===== src/dma_settings.svh =====
`ifndef DMA_SETTINGS_SVH
`define DMA_SETTINGS_SVH

// DRAM side
`define DMA_WORD_W 32
`define DMA_ADDR_W 32
`define DRAM_A_W 12

// byte address fields
`define DMA_ROW_LSB 12
`define DMA_ROW_MSB 23
`define DMA_COL_LSB 2
`define DMA_COL_MSB 11

// line sizes in words
`define IN_LINE_WORDS 4
`define WT_LINE_WORDS 9

// on-chip SRAM
`define IN_BUFS 2
`define IN_BUF_AW 7
`define WT_AW 7
`define WT_BANKS 32
`define WT_BANK_LSB 7
`define WT_START_W 18

`endif

===== src/dma_pkg.sv =====
`include "dma_settings.svh"

package dma_pkg;

	typedef enum logic {
		TGT_INPUT,
		TGT_WEIGHT
	} target_e;

	typedef enum logic [2:0] {
		S_IDLE,
		S_ACT,
		S_READ,
		S_WAIT,
		S_WRITE
	} dma_state_e;

	typedef struct packed {
		target_e                 target;
		logic                    buf_select;
		logic [`DMA_ADDR_W-1:0]  dram_addr_start;
		logic [`DMA_ADDR_W-1:0]  dram_addr_end;
		logic [`IN_BUF_AW-1:0]   buf_addr_start;
		logic [`WT_START_W-1:0]  weight_addr_start;
	} dma_cfg_t;

	typedef struct packed {
		logic                  ras_n;
		logic                  cas_n;
		logic [`DRAM_A_W-1:0]  a;
	} dram_cmd_t;

	// first word read lands in the top element
	typedef logic [`IN_LINE_WORDS-1:0][`DMA_WORD_W-1:0] in_line_t;
	typedef logic [`WT_LINE_WORDS-1:0][`DMA_WORD_W-1:0] wt_line_t;

	typedef struct packed {
		logic                   cen;
		logic                   wen;
		logic [`IN_BUF_AW-1:0]  a;
		in_line_t               di;
	} in_wr_t;

	// one wen per bank, address and data shared
	typedef struct packed {
		logic [`WT_BANKS-1:0]  wen;
		logic [`WT_AW-1:0]     a;
		wt_line_t              di;
	} wt_wr_t;

endpackage


===== src/dma_read.sv =====
`include "dma_settings.svh"

module dma_read (
	input  logic                    clk,
	input  logic                    rst,
	input  logic                    start,
	input  dma_pkg::dma_cfg_t       cfg,
	output logic                    done,
	output dma_pkg::dram_cmd_t      dram_cmd,
	input  logic [`DMA_WORD_W-1:0]  dram_q,
	output dma_pkg::in_wr_t         in_wr [`IN_BUFS],
	output dma_pkg::wt_wr_t         wt_wr
);
	import dma_pkg::*;

	logic       load;
	logic       rd_valid;
	logic       row_wrap;
	logic       last_word;
	dma_state_e state;
	in_line_t   in_line;
	wt_line_t   wt_line;

	dma_fsm u_fsm (
		.clk       (clk),
		.rst       (rst),
		.start     (start),
		.target    (cfg.target),
		.rd_valid  (rd_valid),
		.row_wrap  (row_wrap),
		.last_word (last_word),
		.load      (load),
		.state     (state),
		.done      (done)
	);

	dram_addr_counter u_addr (
		.clk       (clk),
		.rst       (rst),
		.load      (load),
		.cfg       (cfg),
		.state     (state),
		.dram_cmd  (dram_cmd),
		.rd_valid  (rd_valid),
		.row_wrap  (row_wrap),
		.last_word (last_word)
	);

	// both packers see every word, the writer picks one line
	line_packer #(.line_t(in_line_t)) u_in_pack (
		.clk     (clk),
		.rst     (rst),
		.capture (rd_valid),
		.word    (dram_q),
		.line    (in_line)
	);

	line_packer #(.line_t(wt_line_t)) u_wt_pack (
		.clk     (clk),
		.rst     (rst),
		.capture (rd_valid),
		.word    (dram_q),
		.line    (wt_line)
	);

	line_writer u_writer (
		.clk     (clk),
		.rst     (rst),
		.load    (load),
		.cfg     (cfg),
		.state   (state),
		.in_line (in_line),
		.wt_line (wt_line),
		.in_wr   (in_wr),
		.wt_wr   (wt_wr)
	);

endmodule


===== src/line_writer.sv =====
`include "dma_settings.svh"

module line_writer (
	input  logic                 clk,
	input  logic                 rst,
	input  logic                 load,
	input  dma_pkg::dma_cfg_t    cfg,
	input  dma_pkg::dma_state_e  state,
	input  dma_pkg::in_line_t    in_line,
	input  dma_pkg::wt_line_t    wt_line,
	output dma_pkg::in_wr_t      in_wr [`IN_BUFS],
	output dma_pkg::wt_wr_t      wt_wr
);
	import dma_pkg::*;

	localparam int BANK_W = $clog2(`WT_BANKS);

	target_e               tgt;
	logic                  buf_sel;
	logic [BANK_W-1:0]     bank;
	logic [`IN_BUF_AW-1:0] line_addr;
	logic                  wr_en;

	assign wr_en = (state == S_WRITE);

	always_ff @(posedge clk, posedge rst)
	begin
		if (rst)
		begin
			tgt <= TGT_INPUT;
			buf_sel <= 1'b0;
			bank <= '0;
			line_addr <= '0;
		end
		else if (load)
		begin
			tgt <= cfg.target;
			buf_sel <= cfg.buf_select;
			bank <= cfg.weight_addr_start[`WT_BANK_LSB +: BANK_W];
			if (cfg.target == TGT_INPUT)
				line_addr <= cfg.buf_addr_start;
			else
				line_addr <= `IN_BUF_AW'(cfg.weight_addr_start[`WT_AW-1:0]);
		end
		else if (wr_en)
			line_addr <= line_addr + 1'b1;
	end

	always_comb
	begin
		for (int i = 0; i < `IN_BUFS; i++)
		begin
			in_wr[i].cen = !(wr_en && tgt == TGT_INPUT && buf_sel == 1'(i));
			in_wr[i].wen = !(wr_en && tgt == TGT_INPUT && buf_sel == 1'(i));
			in_wr[i].a = line_addr;
			in_wr[i].di = in_line;
		end
		// active low, one bank per transfer
		wt_wr.wen = '1;
		if (wr_en && tgt == TGT_WEIGHT)
			wt_wr.wen[bank] = 1'b0;
		wt_wr.a = `WT_AW'(line_addr);
		wt_wr.di = wt_line;
	end

	a_one_bank: assert property (@(posedge clk) disable iff (rst)
		$onehot0(~wt_wr.wen))
		else $error("more than one weight bank written");

endmodule


===== src/line_packer.sv =====
`include "dma_settings.svh"

module line_packer #(
	parameter type line_t = logic [2*`DMA_WORD_W-1:0]
) (
	input  logic                    clk,
	input  logic                    rst,
	input  logic                    capture,
	input  logic [`DMA_WORD_W-1:0]  word,
	output line_t                   line
);
	localparam int LINE_W = $bits(line_t);

	logic [LINE_W-1:0] shreg;

	// oldest word moves up toward the msbs
	always_ff @(posedge clk, posedge rst)
	begin
		if (rst)
			shreg <= '0;
		else if (capture)
			shreg <= {shreg[LINE_W-`DMA_WORD_W-1:0], word};
	end

	assign line = line_t'(shreg);

endmodule


===== src/dram_addr_counter.sv =====
`include "dma_settings.svh"

module dram_addr_counter (
	input  logic                 clk,
	input  logic                 rst,
	input  logic                 load,
	input  dma_pkg::dma_cfg_t    cfg,
	input  dma_pkg::dma_state_e  state,
	output dma_pkg::dram_cmd_t   dram_cmd,
	output logic                 rd_valid,
	output logic                 row_wrap,
	output logic                 last_word
);
	import dma_pkg::*;

	logic [`DMA_ADDR_W-1:0] addr;
	logic [`DMA_ADDR_W-1:0] addr_nxt;
	logic [`DMA_ADDR_W-1:0] addr_end;
	logic                   col_rd;

	assign col_rd = (state == S_READ);
	assign addr_nxt = addr + `DMA_ADDR_W'(4);
	assign last_word = (addr == addr_end);

	// during a read addr is the word on the bus, so look one word ahead
	assign row_wrap = col_rd ? (addr_nxt[`DMA_COL_MSB:`DMA_COL_LSB] == '0)
		: (addr[`DMA_COL_MSB:`DMA_COL_LSB] == '0);

	always_comb
	begin
		dram_cmd.ras_n = (state != S_ACT);
		dram_cmd.cas_n = !col_rd;
		dram_cmd.a = '0;
		if (state == S_ACT)
			dram_cmd.a = addr[`DMA_ROW_MSB:`DMA_ROW_LSB];
		else if (col_rd)
			dram_cmd.a = `DRAM_A_W'(addr[`DMA_COL_MSB:`DMA_COL_LSB]);
	end

	always_ff @(posedge clk, posedge rst)
	begin
		if (rst)
		begin
			addr <= '0;
			addr_end <= '0;
			rd_valid <= 1'b0;
		end
		else
		begin
			if (load)
			begin
				addr <= cfg.dram_addr_start;
				addr_end <= cfg.dram_addr_end;
			end
			else if (col_rd)
				addr <= addr_nxt;
			// fixed one-cycle read latency
			rd_valid <= col_rd;
		end
	end

	a_word_aligned: assert property (@(posedge clk) disable iff (rst)
		col_rd |-> (addr[1:0] == 2'b00))
		else $error("column read from an unaligned address");

	a_ras_cas: assert property (@(posedge clk) disable iff (rst)
		!(!dram_cmd.ras_n && !dram_cmd.cas_n))
		else $error("ras_n and cas_n low together");

endmodule


===== src/dma_fsm.sv =====
`include "dma_settings.svh"

module dma_fsm (
	input  logic                 clk,
	input  logic                 rst,
	input  logic                 start,
	input  dma_pkg::target_e     target,
	input  logic                 rd_valid,
	input  logic                 row_wrap,
	input  logic                 last_word,
	output logic                 load,
	output dma_pkg::dma_state_e  state,
	output logic                 done
);
	import dma_pkg::*;

	localparam logic [3:0] IN_LAST = 4'(`IN_LINE_WORDS - 1);
	localparam logic [3:0] WT_LAST = 4'(`WT_LINE_WORDS - 1);

	dma_state_e state_nxt;
	target_e    tgt;
	logic [3:0] word_cnt;
	logic       line_end;
	logic       end_seen;
	logic       act_seen;

	assign load = (state == S_IDLE) && start;
	assign line_end = (word_cnt == ((tgt == TGT_INPUT) ? IN_LAST : WT_LAST));
	assign done = (state == S_WRITE) && end_seen;

	always_comb
	begin
		state_nxt = state;
		case (state)
			S_IDLE:
				if (start)
					state_nxt = S_ACT;
			S_ACT:
				state_nxt = S_READ;
			S_READ:
				if (line_end || last_word)
					state_nxt = S_WAIT;
				else if (row_wrap)
					state_nxt = S_ACT;
			// last word of the line is on dram_q here
			S_WAIT:
				if (rd_valid)
					state_nxt = S_WRITE;
			S_WRITE:
				if (end_seen)
					state_nxt = S_IDLE;
				else if (row_wrap)
					state_nxt = S_ACT;
				else
					state_nxt = S_READ;
			default:
				state_nxt = S_IDLE;
		endcase
	end

	always_ff @(posedge clk, posedge rst)
	begin
		if (rst)
		begin
			state <= S_IDLE;
			tgt <= TGT_INPUT;
			word_cnt <= '0;
			end_seen <= 1'b0;
			act_seen <= 1'b0;
		end
		else
		begin
			state <= state_nxt;
			if (load)
				tgt <= target;
			// column reads issued in the current line
			if (load || state == S_WRITE)
				word_cnt <= '0;
			else if (state == S_READ)
				word_cnt <= word_cnt + 4'd1;
			if (load)
				end_seen <= 1'b0;
			else if (state == S_READ && last_word)
				end_seen <= 1'b1;
			if (load)
				act_seen <= 1'b0;
			else if (state == S_ACT)
				act_seen <= 1'b1;
		end
	end

	a_read_after_act: assert property (@(posedge clk) disable iff (rst)
		(state == S_READ) |-> act_seen)
		else $error("column read without a row activate since load");

endmodule


===== config.mk =====
export PLATFORM = sky130hd
export DESIGN_NAME = dma_read
export DESIGN_NICKNAME = d
export VERILOG_FILES = /design/src/dma_pkg.sv /design/src/dma_read.sv /design/src/line_writer.sv /design/src/line_packer.sv /design/src/dram_addr_counter.sv /design/src/dma_fsm.sv
export VERILOG_INCLUDE_DIRS = /design/src
export SDC_FILE = /design/constraint.sdc
export NUM_CORES = 1
export LEC_CHECK = 0
export ABC_CLOCK_PERIOD_IN_PS = 13500
export BUFFER_PORTS_ARGS = -buffer_cell sky130_fd_sc_hd__buf_2
export CAP_MARGIN = 25
export CORE_AREA = 3 3 285 287
export CTS_BUF_LIST = sky130_fd_sc_hd__clkbuf_4 sky130_fd_sc_hd__clkbuf_8 sky130_fd_sc_hd__clkbuf_16
export DETAILED_ROUTE_END_ITERATION = 16
export DIE_AREA = 0 0 288 290
export GPL_TIMING_DRIVEN = 0
export SYNTH_ARGS = -nofsm -noshare
export SYNTH_HDL_FRONTEND = slang
export SYNTH_SLANG_ARGS = --single-unit

===== constraint.sdc =====
create_clock -name clk -period 13.5 [get_ports clk]
set_clock_uncertainty 0.05 [all_clocks]
set_input_delay 0.675 -clock clk [delete_from_list [all_inputs] [get_ports clk]]
set_output_delay 0.675 -clock clk [all_outputs]
set_load 0.05 [all_outputs]

# Word-level counts from Yosys, hierarchy flattened
# Index checks and enable logic that the tools add are counted.
# totals
ff_bits	503
input_bits	126
word_cells	74
# op_classes
addsub	3
order_cmp	2
n_eq_ne	10
n_mux	23
n_bitwise	3
reduce_logical	21
# ops
op	n
32-bit 2-to-1 mux	3
32-bit by 3-bit adder with 32-bit output, second input constant	1
32-bit equality test	1
32-bit inverter	1
7-bit 2-to-1 mux	3
10-bit zero test	2
3-bit 2-to-1 mux	5
3-bit one-hot mux with 5 select lines	1
12-bit 2-to-1 mux	1
4-bit 2-to-1 mux	3
10-bit 2-to-1 mux	1
1-bit logical AND	8
2-bit nonzero test	4
7-bit by 1-bit adder with 7-bit output, second input constant	1
3-bit by 2-bit equality test with 1-bit output, second input constant	2
5-bit by 6-bit < comparator with 1-bit output, second input constant	1
1-bit demux with 5-bit select	1
5-bit by 1-bit >= comparator with 1-bit output, second input constant	1
4-bit by 1-bit adder with 4-bit output, second input constant	1
4-bit equality test	1
1-bit 2-to-1 mux	4
3-bit by 1-bit equality test with 1-bit output, second input constant	1
3-bit equality test, second input constant	1
1-bit zero test	3
9 further kinds	11

# Longest topological paths before layout
# Gate-level depths: netlist (run 1).
# logic_depth
depth_word	6
mapped_depth	9
ltp_nobuf	7

# Modules after synthesis
# Synthesis (run 1) repeated with hierarchy kept, for this count alone.
# unflattened
hier_cells	1982
hier_area_um2	25879.8
# by_module_without_submodules
module	n_inst	cells_per_inst	area_each_um2	seq_area_each_um2
line_packer at u_wt_pack	1	609	11531.1	7206.9
line_writer	1	684	5226.3	350.3
line_packer at u_in_pack	1	271	4825.9	3203.1
dram_addr_counter	1	359	3688.5	1626.6
dma_fsm	1	59	608.1	225.2

# Least setup slack after synthesis (run 1)
# Ideal clock, no wire load.
# synth_timing
path_type	register to output
from	register u_fsm.state[0]
to	output port dram_cmd[0] (netlist name)
arrival_ns	2.604
t_required_ns	12.775
path_slack_ns	10.171
stages_incl_launch_ff	6
path_buffers	3
cell_sequence	dfrtp_1 > buf_6 > or3b_1 > buf_6 > clkbuf_1 > o21ai_0
# synth_lines
element	line	rtl
from (decl)	dma_fsm.sv:12	output dma_pkg::dma_state_e state,
from (signal assigned)	dma_fsm.sv:73	state <= state_nxt;
to (decl)	dma_read.sv:9	output dma_pkg::dram_cmd_t dram_cmd,

==> flow_summary.ini, run 1 <==
[floorplanning]
die_h_um = 290
fp.dieW_um = 288
ios = 742
num_rows = 103
initial_core_util_pct = 22.6
core-area_mm2 = 0.0789
die_area_mm2 = 0.0835

[clocking]
clk_pin_slew_ns = 0.06
insertion_delay_ns = 0.58
htree_levels = 2
cts_sinks = 375
cts_hold_buf = 0
cts_buffers = 44
cts-resized-gates = 0
root_buffer = clkbuf_16
cts_max_path_buffers = 3
cts_setup_buffers = 0
cts_tree = done

[routing]
route.vias.total = 14300
drtPass1Iterations = 5
totalWireLength_mm = 68.3
drc = 0
ant_nets = 0
first_iter_violations = 718
wire_per_inst_um = 20.2
vias_per_cell = 4.22

[final_layout]
multi_input_area_mm2 = 0.00602
synthToLayoutAreaGrowth_pct = 37.5
fin_area_mm2 = 0.0245
mostFrequentLayoutCells = buf_2, dfrtp_1, mux2_2, buf_4, nand2_1
mostFrequentLayoutCell = buf_2
drive_above_1_share_pct = 60.8
fill_cells = 8177
seqCellArea_mm2 = 0.00938
nets = 2431

[critical_path]
reg2regPathDepth = 5
crit_path_end_kind = primary output
cpPeakStageDelay_ns = 0.39
path_depth = 9
cp_cell_sequence = buf_6 -> or3b_1 -> buf_6 -> clkinv_4 -> buf_4 -> buf_2 -> nand2_1 -> o21ai_0 -> buf_2
path_buf_inv = 6
reg2reg_slack_ns = 10.62
cp_data_required_time_ns = 12.77
startpoint_type = register
reg2reg_from = u_addr.rd_valid
worst_path_max_delay_cell = or3b_1
critPathKind = reg2out
r2r_end = u_wt_pack.line[236]
cpLargestDelayFamily = buffers and inverters
arrival_ns = 2.75
cp_max_fo = 10

[logic_synthesis]
postSynthAreaPerCell_um2 = 11.8
synthFlopType = dfrtp_1
synth_edf_count = 0
netlist_instances = 1516
synth_area_mm2 = 0.0178
synth_nets = 1646
yosysSeqAreaShare_pct = 52.6
synth_cell_types = 61
yosys_warnings = 0
ys_seq_elements = 375
async_reset_ff_share_pct = 100

[global_route]
grt_pass1_wl_mm = 98.1
grt_pass1_vias = 13900
grt_start_max_net_pins = 110
grt_overflow = 0
gr-usage-all-layers_pct = 15.8
antenna_found_initial = 6

[place]
gp_congestion = 0.910
place_area_mm2 = 0.0230
numPortBuffers = 734
place_hpwl_mm = 53.5

[timing]
post-route-period-util_pct = 25.7
worstMarginPinSlew_ns = 0.985
max_slew_margin_pct = 34.3
rsz0062_at_grt = no
finalCriticalPeriod_ns = 3.47
hold_violations = 0
fmax_ghz = 0.288
report.final.slew_viol_count = 0
finalSetupViolCount = 0

[worst_hold_path]
hp-class = in2async

[flow_run]
maxCapViolations = 0

[run_status]
status = complete, no violations
## sequential cells by signal, indices dropped and copies added (netlist names)
signal,flops
u_wt_pack.line,161
u_in_pack.line,127
u_addr.addr,32
u_addr.addr_end,32
u_writer.line_addr,7
u_writer.bank,5
u_fsm.word_cnt,4
u_fsm.state,3
u_addr.rd_valid,1
u_fsm.end_seen,1
u_writer.buf_sel,1
u_writer.tgt,1
## area by class of cell
| type | count | area share [%] |
|---|---|---|
| Clock buffer | 55 | 4.95 |
| Inverter | 7 | 0.158 |
| Multi-Input combinational cell | 784 | 24.6 |
| Antenna cell | 4 | 0.0408 |
| Clock inverter | 24 | 1.41 |
| Timing Repair Buffer | 739 | 15.5 |
| Sequential cell | 375 | 38.3 |
| Buffer | 350 | 9.79 |
| Tap cell | 1050 | 5.36 |
## worst max path at each step
stage / startpoint / to
4_1_cts: u_fsm.state[0] / dram_cmd[9]
6_report: u_fsm.state[0] / dram_cmd[9]
2_1_floorplan: rst / u_addr.addr[0]
3_5_place_dp: u_addr.rd_valid / u_wt_pack.line[233]
3_3_place_gp: rst / u_in_pack.line[30]
5_1_grt: u_fsm.state[1] / wt_wr[298]
## routing by layer
metal  part of all wire, %  GRT usage (%)  vias up
met5                     0              0        -
met4                   2.9           4.87        0
met3                   6.3           3.30      104
met2                    46           24.5      525
met1                    45           21.9     7133
li1                      -              -     6520
## synthesized netlist by cell type (all sizes together) (2+ instances only)
cell type | n | share of area [%]
dfrtp | 375 | 53
buf | 317 | 13
mux2 | 288 | 18
nand2 | 214 | 4.5
xnor2 | 40 | 2.0
o21ai | 34 | 0.95
clkbuf | 33 | 0.69
nor2 | 25 | 0.54
nand3 | 19 | 0.63
nand4 | 16 | 0.73
a31oi | 13 | 0.46
o311ai | 12 | 0.59
nor3 | 11 | 0.31
a21oi | 10 | 0.28
nor4 | 9 | 0.35
and3 | 8 | 0.28
a22o | 7 | 0.34
a221o | 6 | 0.34
and2 | 6 | 0.21
inv | 6 | 0.13
or3 | 6 | 0.21
mux2i | 5 | 0.28
nand2b | 5 | 0.18
o211ai | 5 | 0.21
xor2 | 5 | 0.25
a22oi | 4 | 0.17
ha | 4 | 0.28
nor2b | 4 | 0.14
o22ai | 3 | 0.11
a211oi | 2 | 0.084
a32oi | 2 | 0.098
and4 | 2 | 0.098
nand4b | 2 | 0.098
## through the flow
| step | setup WS [ns] | TNS, ns | hold WS (ns) | util (%) | cells |
|---|---|---|---|---|---|
| floorplan | 2.36 | 0 | 0.408 | - | 1516 |
| global placement | -2.45 | -876.13 | 0.424 | 28.9 | 3300 |
| detailed placement | 10.37 | 0 | 0.430 | 29.1 | 3305 |
| CTS | 9.99 | 0 | 0.0873 | 31.1 | 3384 |
| global route | 9.78 | 0 | 0.114 | 31.1 | 3384 |
| finish | 10.03 | 0 | 0.104 | 31.1 | 3388 |
## kinds of logic after synthesis
logic type	count (synthesis)	share of synthesized area, %
DFF	375	52.6
buffers and inverters	357	13.6
and+or+nand+nor	335	8.66
muxes	293	18.5
AOI/OAI and AO/OA	107	4.16
xor gates and xnor gates	45	2.21
adders and majority gates	4	0.281
Power of run 1 is left out: the tool's default activity adds up to more than one toggle a clock period on the data nets, which glitch-free logic cannot reach.
==> inputs of run 2 (changes only) <==
--- a/config.mk
+++ b/config.mk
@@ -6,7 +6,8 @@
 export SDC_FILE = /design/constraint.sdc
 export NUM_CORES = 1
 export LEC_CHECK = 0
-export ABC_CLOCK_PERIOD_IN_PS = 13500
+export ABC_AREA = 1
+export ABC_CLOCK_PERIOD_IN_PS = 3100
 export BUFFER_PORTS_ARGS = -buffer_cell sky130_fd_sc_hd__buf_2
 export CAP_MARGIN = 25
 export CORE_AREA = 3 3 285 287
==> constraint.sdc (replaced) <==
create_clock -name clk -period 3.1 [get_ports clk]
set_clock_uncertainty 0.05 [all_clocks]
set_input_delay 0.155 -clock clk [delete_from_list [all_inputs] [get_ports clk]]
set_output_delay 0.155 -clock clk [all_outputs]
set_load 0.05 [all_outputs]
==> run 2 against run 1 <==
  * Critical path depth down 2
  * Register-to-register slack worse by 10 ns
  * Count of clock-buffer cells in the layout up 2
  * Area after synthesis up 1.6%
  * Worst setup slack worse by 9.7 ns
  * Hold slack better by 0.044 ns
  * Final area up 6.6%
  * Global-route usage up 3.0 points
  * Non-clock buffer count up 136
  * First-iteration DRC count up 46%
  * Routed wire length up 18%
  * Sequential share of layout area down 2.4 points
  * Critical path type unchanged
  * Largest cell class unchanged
==> flow_summary.ini, run 2 <==
[run_status]
status = complete, no violations

[logic_synthesis]
synthFlopType = dfrtp_1
netlist_instances = 2242
yosysMostFrequentCell = nand2_1
synth_area_mm2 = 0.0181
netlist.area_leader.share_pct = 51.8
synth_edf_count = 0
yosysSeqAreaShare_pct = 51.8
synth_top_area_cell = dfrtp_1
async_reset_ff_share_pct = 100
postSynthAreaPerCell_um2 = 8.08
ys_seq_elements = 375
synth_nets = 2372
synth_area_leaders = dfrtp_1, nand2_1, buf_4
yosys_warnings = 0
synth_common_cells = nand2_1, dfrtp_1, buf_4, inv_1, o21ai_0
synth_cell_types = 34

[critical_path]
critPathKind = reg2out
crit_path_end_kind = primary output
startpoint_type = register
arrival_ns = 2.61
cp_data_required_time_ns = 2.89
cp_max_fo = 5
reg2reg_slack_ns = 0.33

[timing]
post-route-period-util_pct = 90.7
timing.final.ws_setup_ns = 0.288
finalCriticalPeriod_ns = 2.81
worstMarginPinSlew_ns = 0.902
rsz0062_at_grt = no
max_slew_margin_pct = 39.7
fmax_ghz = 0.356
finalSetupViolCount = 0
report.final.slew_viol_count = 0
hold_violations = 0

[floorplanning]
num_rows = 103
initial_core_util_pct = 23.0
die_h_um = 290
core-area_mm2 = 0.0789
ios = 742
fp.dieW_um = 288
die_area_mm2 = 0.0835

[routing]
first_iter_violations = 1049
route.vias.total = 17700
wire_per_inst_um = 19.1
totalWireLength_mm = 80.7
vias_per_cell = 4.19
drc = 0
drtPass1Iterations = 5
ant_nets = 0

[clocking]
clk_pin_slew_ns = 0.06
cts_tree = done
cts_sinks = 375
cts_buffers = 44
cts_setup_buffers = 0
cts_max_path_buffers = 3
htree_levels = 2
insertion_delay_ns = 0.57
root_buffer = clkbuf_16

[place]
numPortBuffers = 734
place_ws_ns = 0.109
place_hpwl_mm = 63.6
gp_congestion = 0.906
dp.cells = 4037

[global_route]
antenna_found_initial = 2
grt_pass1_wl_mm = 116
grt_start_max_net_pins = 41
grt_overflow = 0
gr-usage-all-layers_pct = 18.8
grt_pass1_vias = 17200

[final_layout]
multi_input_area_mm2 = 0.00588
seqCellArea_mm2 = 0.00938
final_cells = 4236
nets = 3281
mostFrequentLayoutCells = nand2_1, buf_2, dfrtp_1, buf_4, dlygate4sd3_1
drive_above_1_share_pct = 35.6
largest_register_ffs = 161
synthToLayoutAreaGrowth_pct = 44.3
fill_cells = 8302
mostFrequentLayoutCell = nand2_1

[flow_run]
maxCapViolations = 0

[worst_hold_path]
hp-class = in2reg
[run 2: final cells by class]
| type | count | share of cell area [%] |
|---|---|---|
| Tap cell | 1050 | 5.02 |
| Clock buffer | 57 | 4.89 |
| Antenna cell | 1 | 0.00957 |
| Inverter | 124 | 1.79 |
| Multi-Input combinational cell | 1381 | 22.5 |
| Timing Repair Buffer | 863 | 19.4 |
| Clock inverter | 23 | 1.33 |
| Buffer | 362 | 9.18 |
| Sequential cell | 375 | 35.9 |
[run 2: final timing paths]
path                                startpoint                  end  cells after the start
setup / recovery                u_fsm.state[0]           wt_wr[309]                      7
max in group asynchronous                  rst   u_in_pack.line[55]                      7
setup reg to reg               u_addr.rd_valid  u_wt_pack.line[151]                      5
hold reg to reg            u_wt_pack.line[265]  u_wt_pack.line[265]                      2
min in group asynchronous                  rst  u_addr.addr_end[15]                      3
hold / removal                         cfg[90]         u_writer.tgt                      3
[run 2: worst max-delay path, cell delays in order, from the launching register on]
cell	delay [ns]
dfrtp_1	0.39
nor2_1	0.18
nand2_1	0.19
nor2_1	0.23
nand2_1	0.15
nor3_1	0.58
nand2_1	0.10
buf_2	0.24
[run 2: cells by family (layout without fill, tap and decap cells)]
family | count (synthesis) | count (layout) | share of synthesized area, %
xor gates and xnor gates | 38 | 38 | 1.84
other | 0 | 1 | 0
and+or+nand+nor | 1189 | 1189 | 25.6
buffers and inverters | 486 | 1429 | 15.8
DFF | 375 | 375 | 51.8
adders and majority gates | 4 | 4 | 0.276
AOI/OAI and AO/OA | 150 | 150 | 4.72
[run 2: through the flow]
step / util, % / hold WS, ns / TNS [ns] / cell area, µm²
floorplan: - / 0.215 / -802.91 / 18100
global placement: 29.3 / 0.302 / -1792.39 / 23100
detailed placement: 29.6 / 0.225 / 0 / 23300
CTS: 33.2 / 0.0893 / 0 / 26200
global route: 33.2 / 0.195 / 0 / 26200
finish: 33.2 / 0.148 / 0 / 26200
[run 2: timing repair]
item / CTS / global route
hold endpoints to repair: 134 / 0
resized for setup: 0 / 0
hold buffers: 118 / 0
[run 2: routing by layer]
metal / wire [µm] / global-route usage (%) / share of wire, % / up-vias
met5: 0 / 0 / 0 / -
met4: 2920 / 6.85 / 3.6 / 0
met3: 5260 / 3.35 / 6.5 / 138
met2: 37000 / 30.0 / 46 / 713
met1: 35500 / 25.4 / 44 / 8429
li1: - / - / - / 8459
Power of run 2 is left out for the same reason.
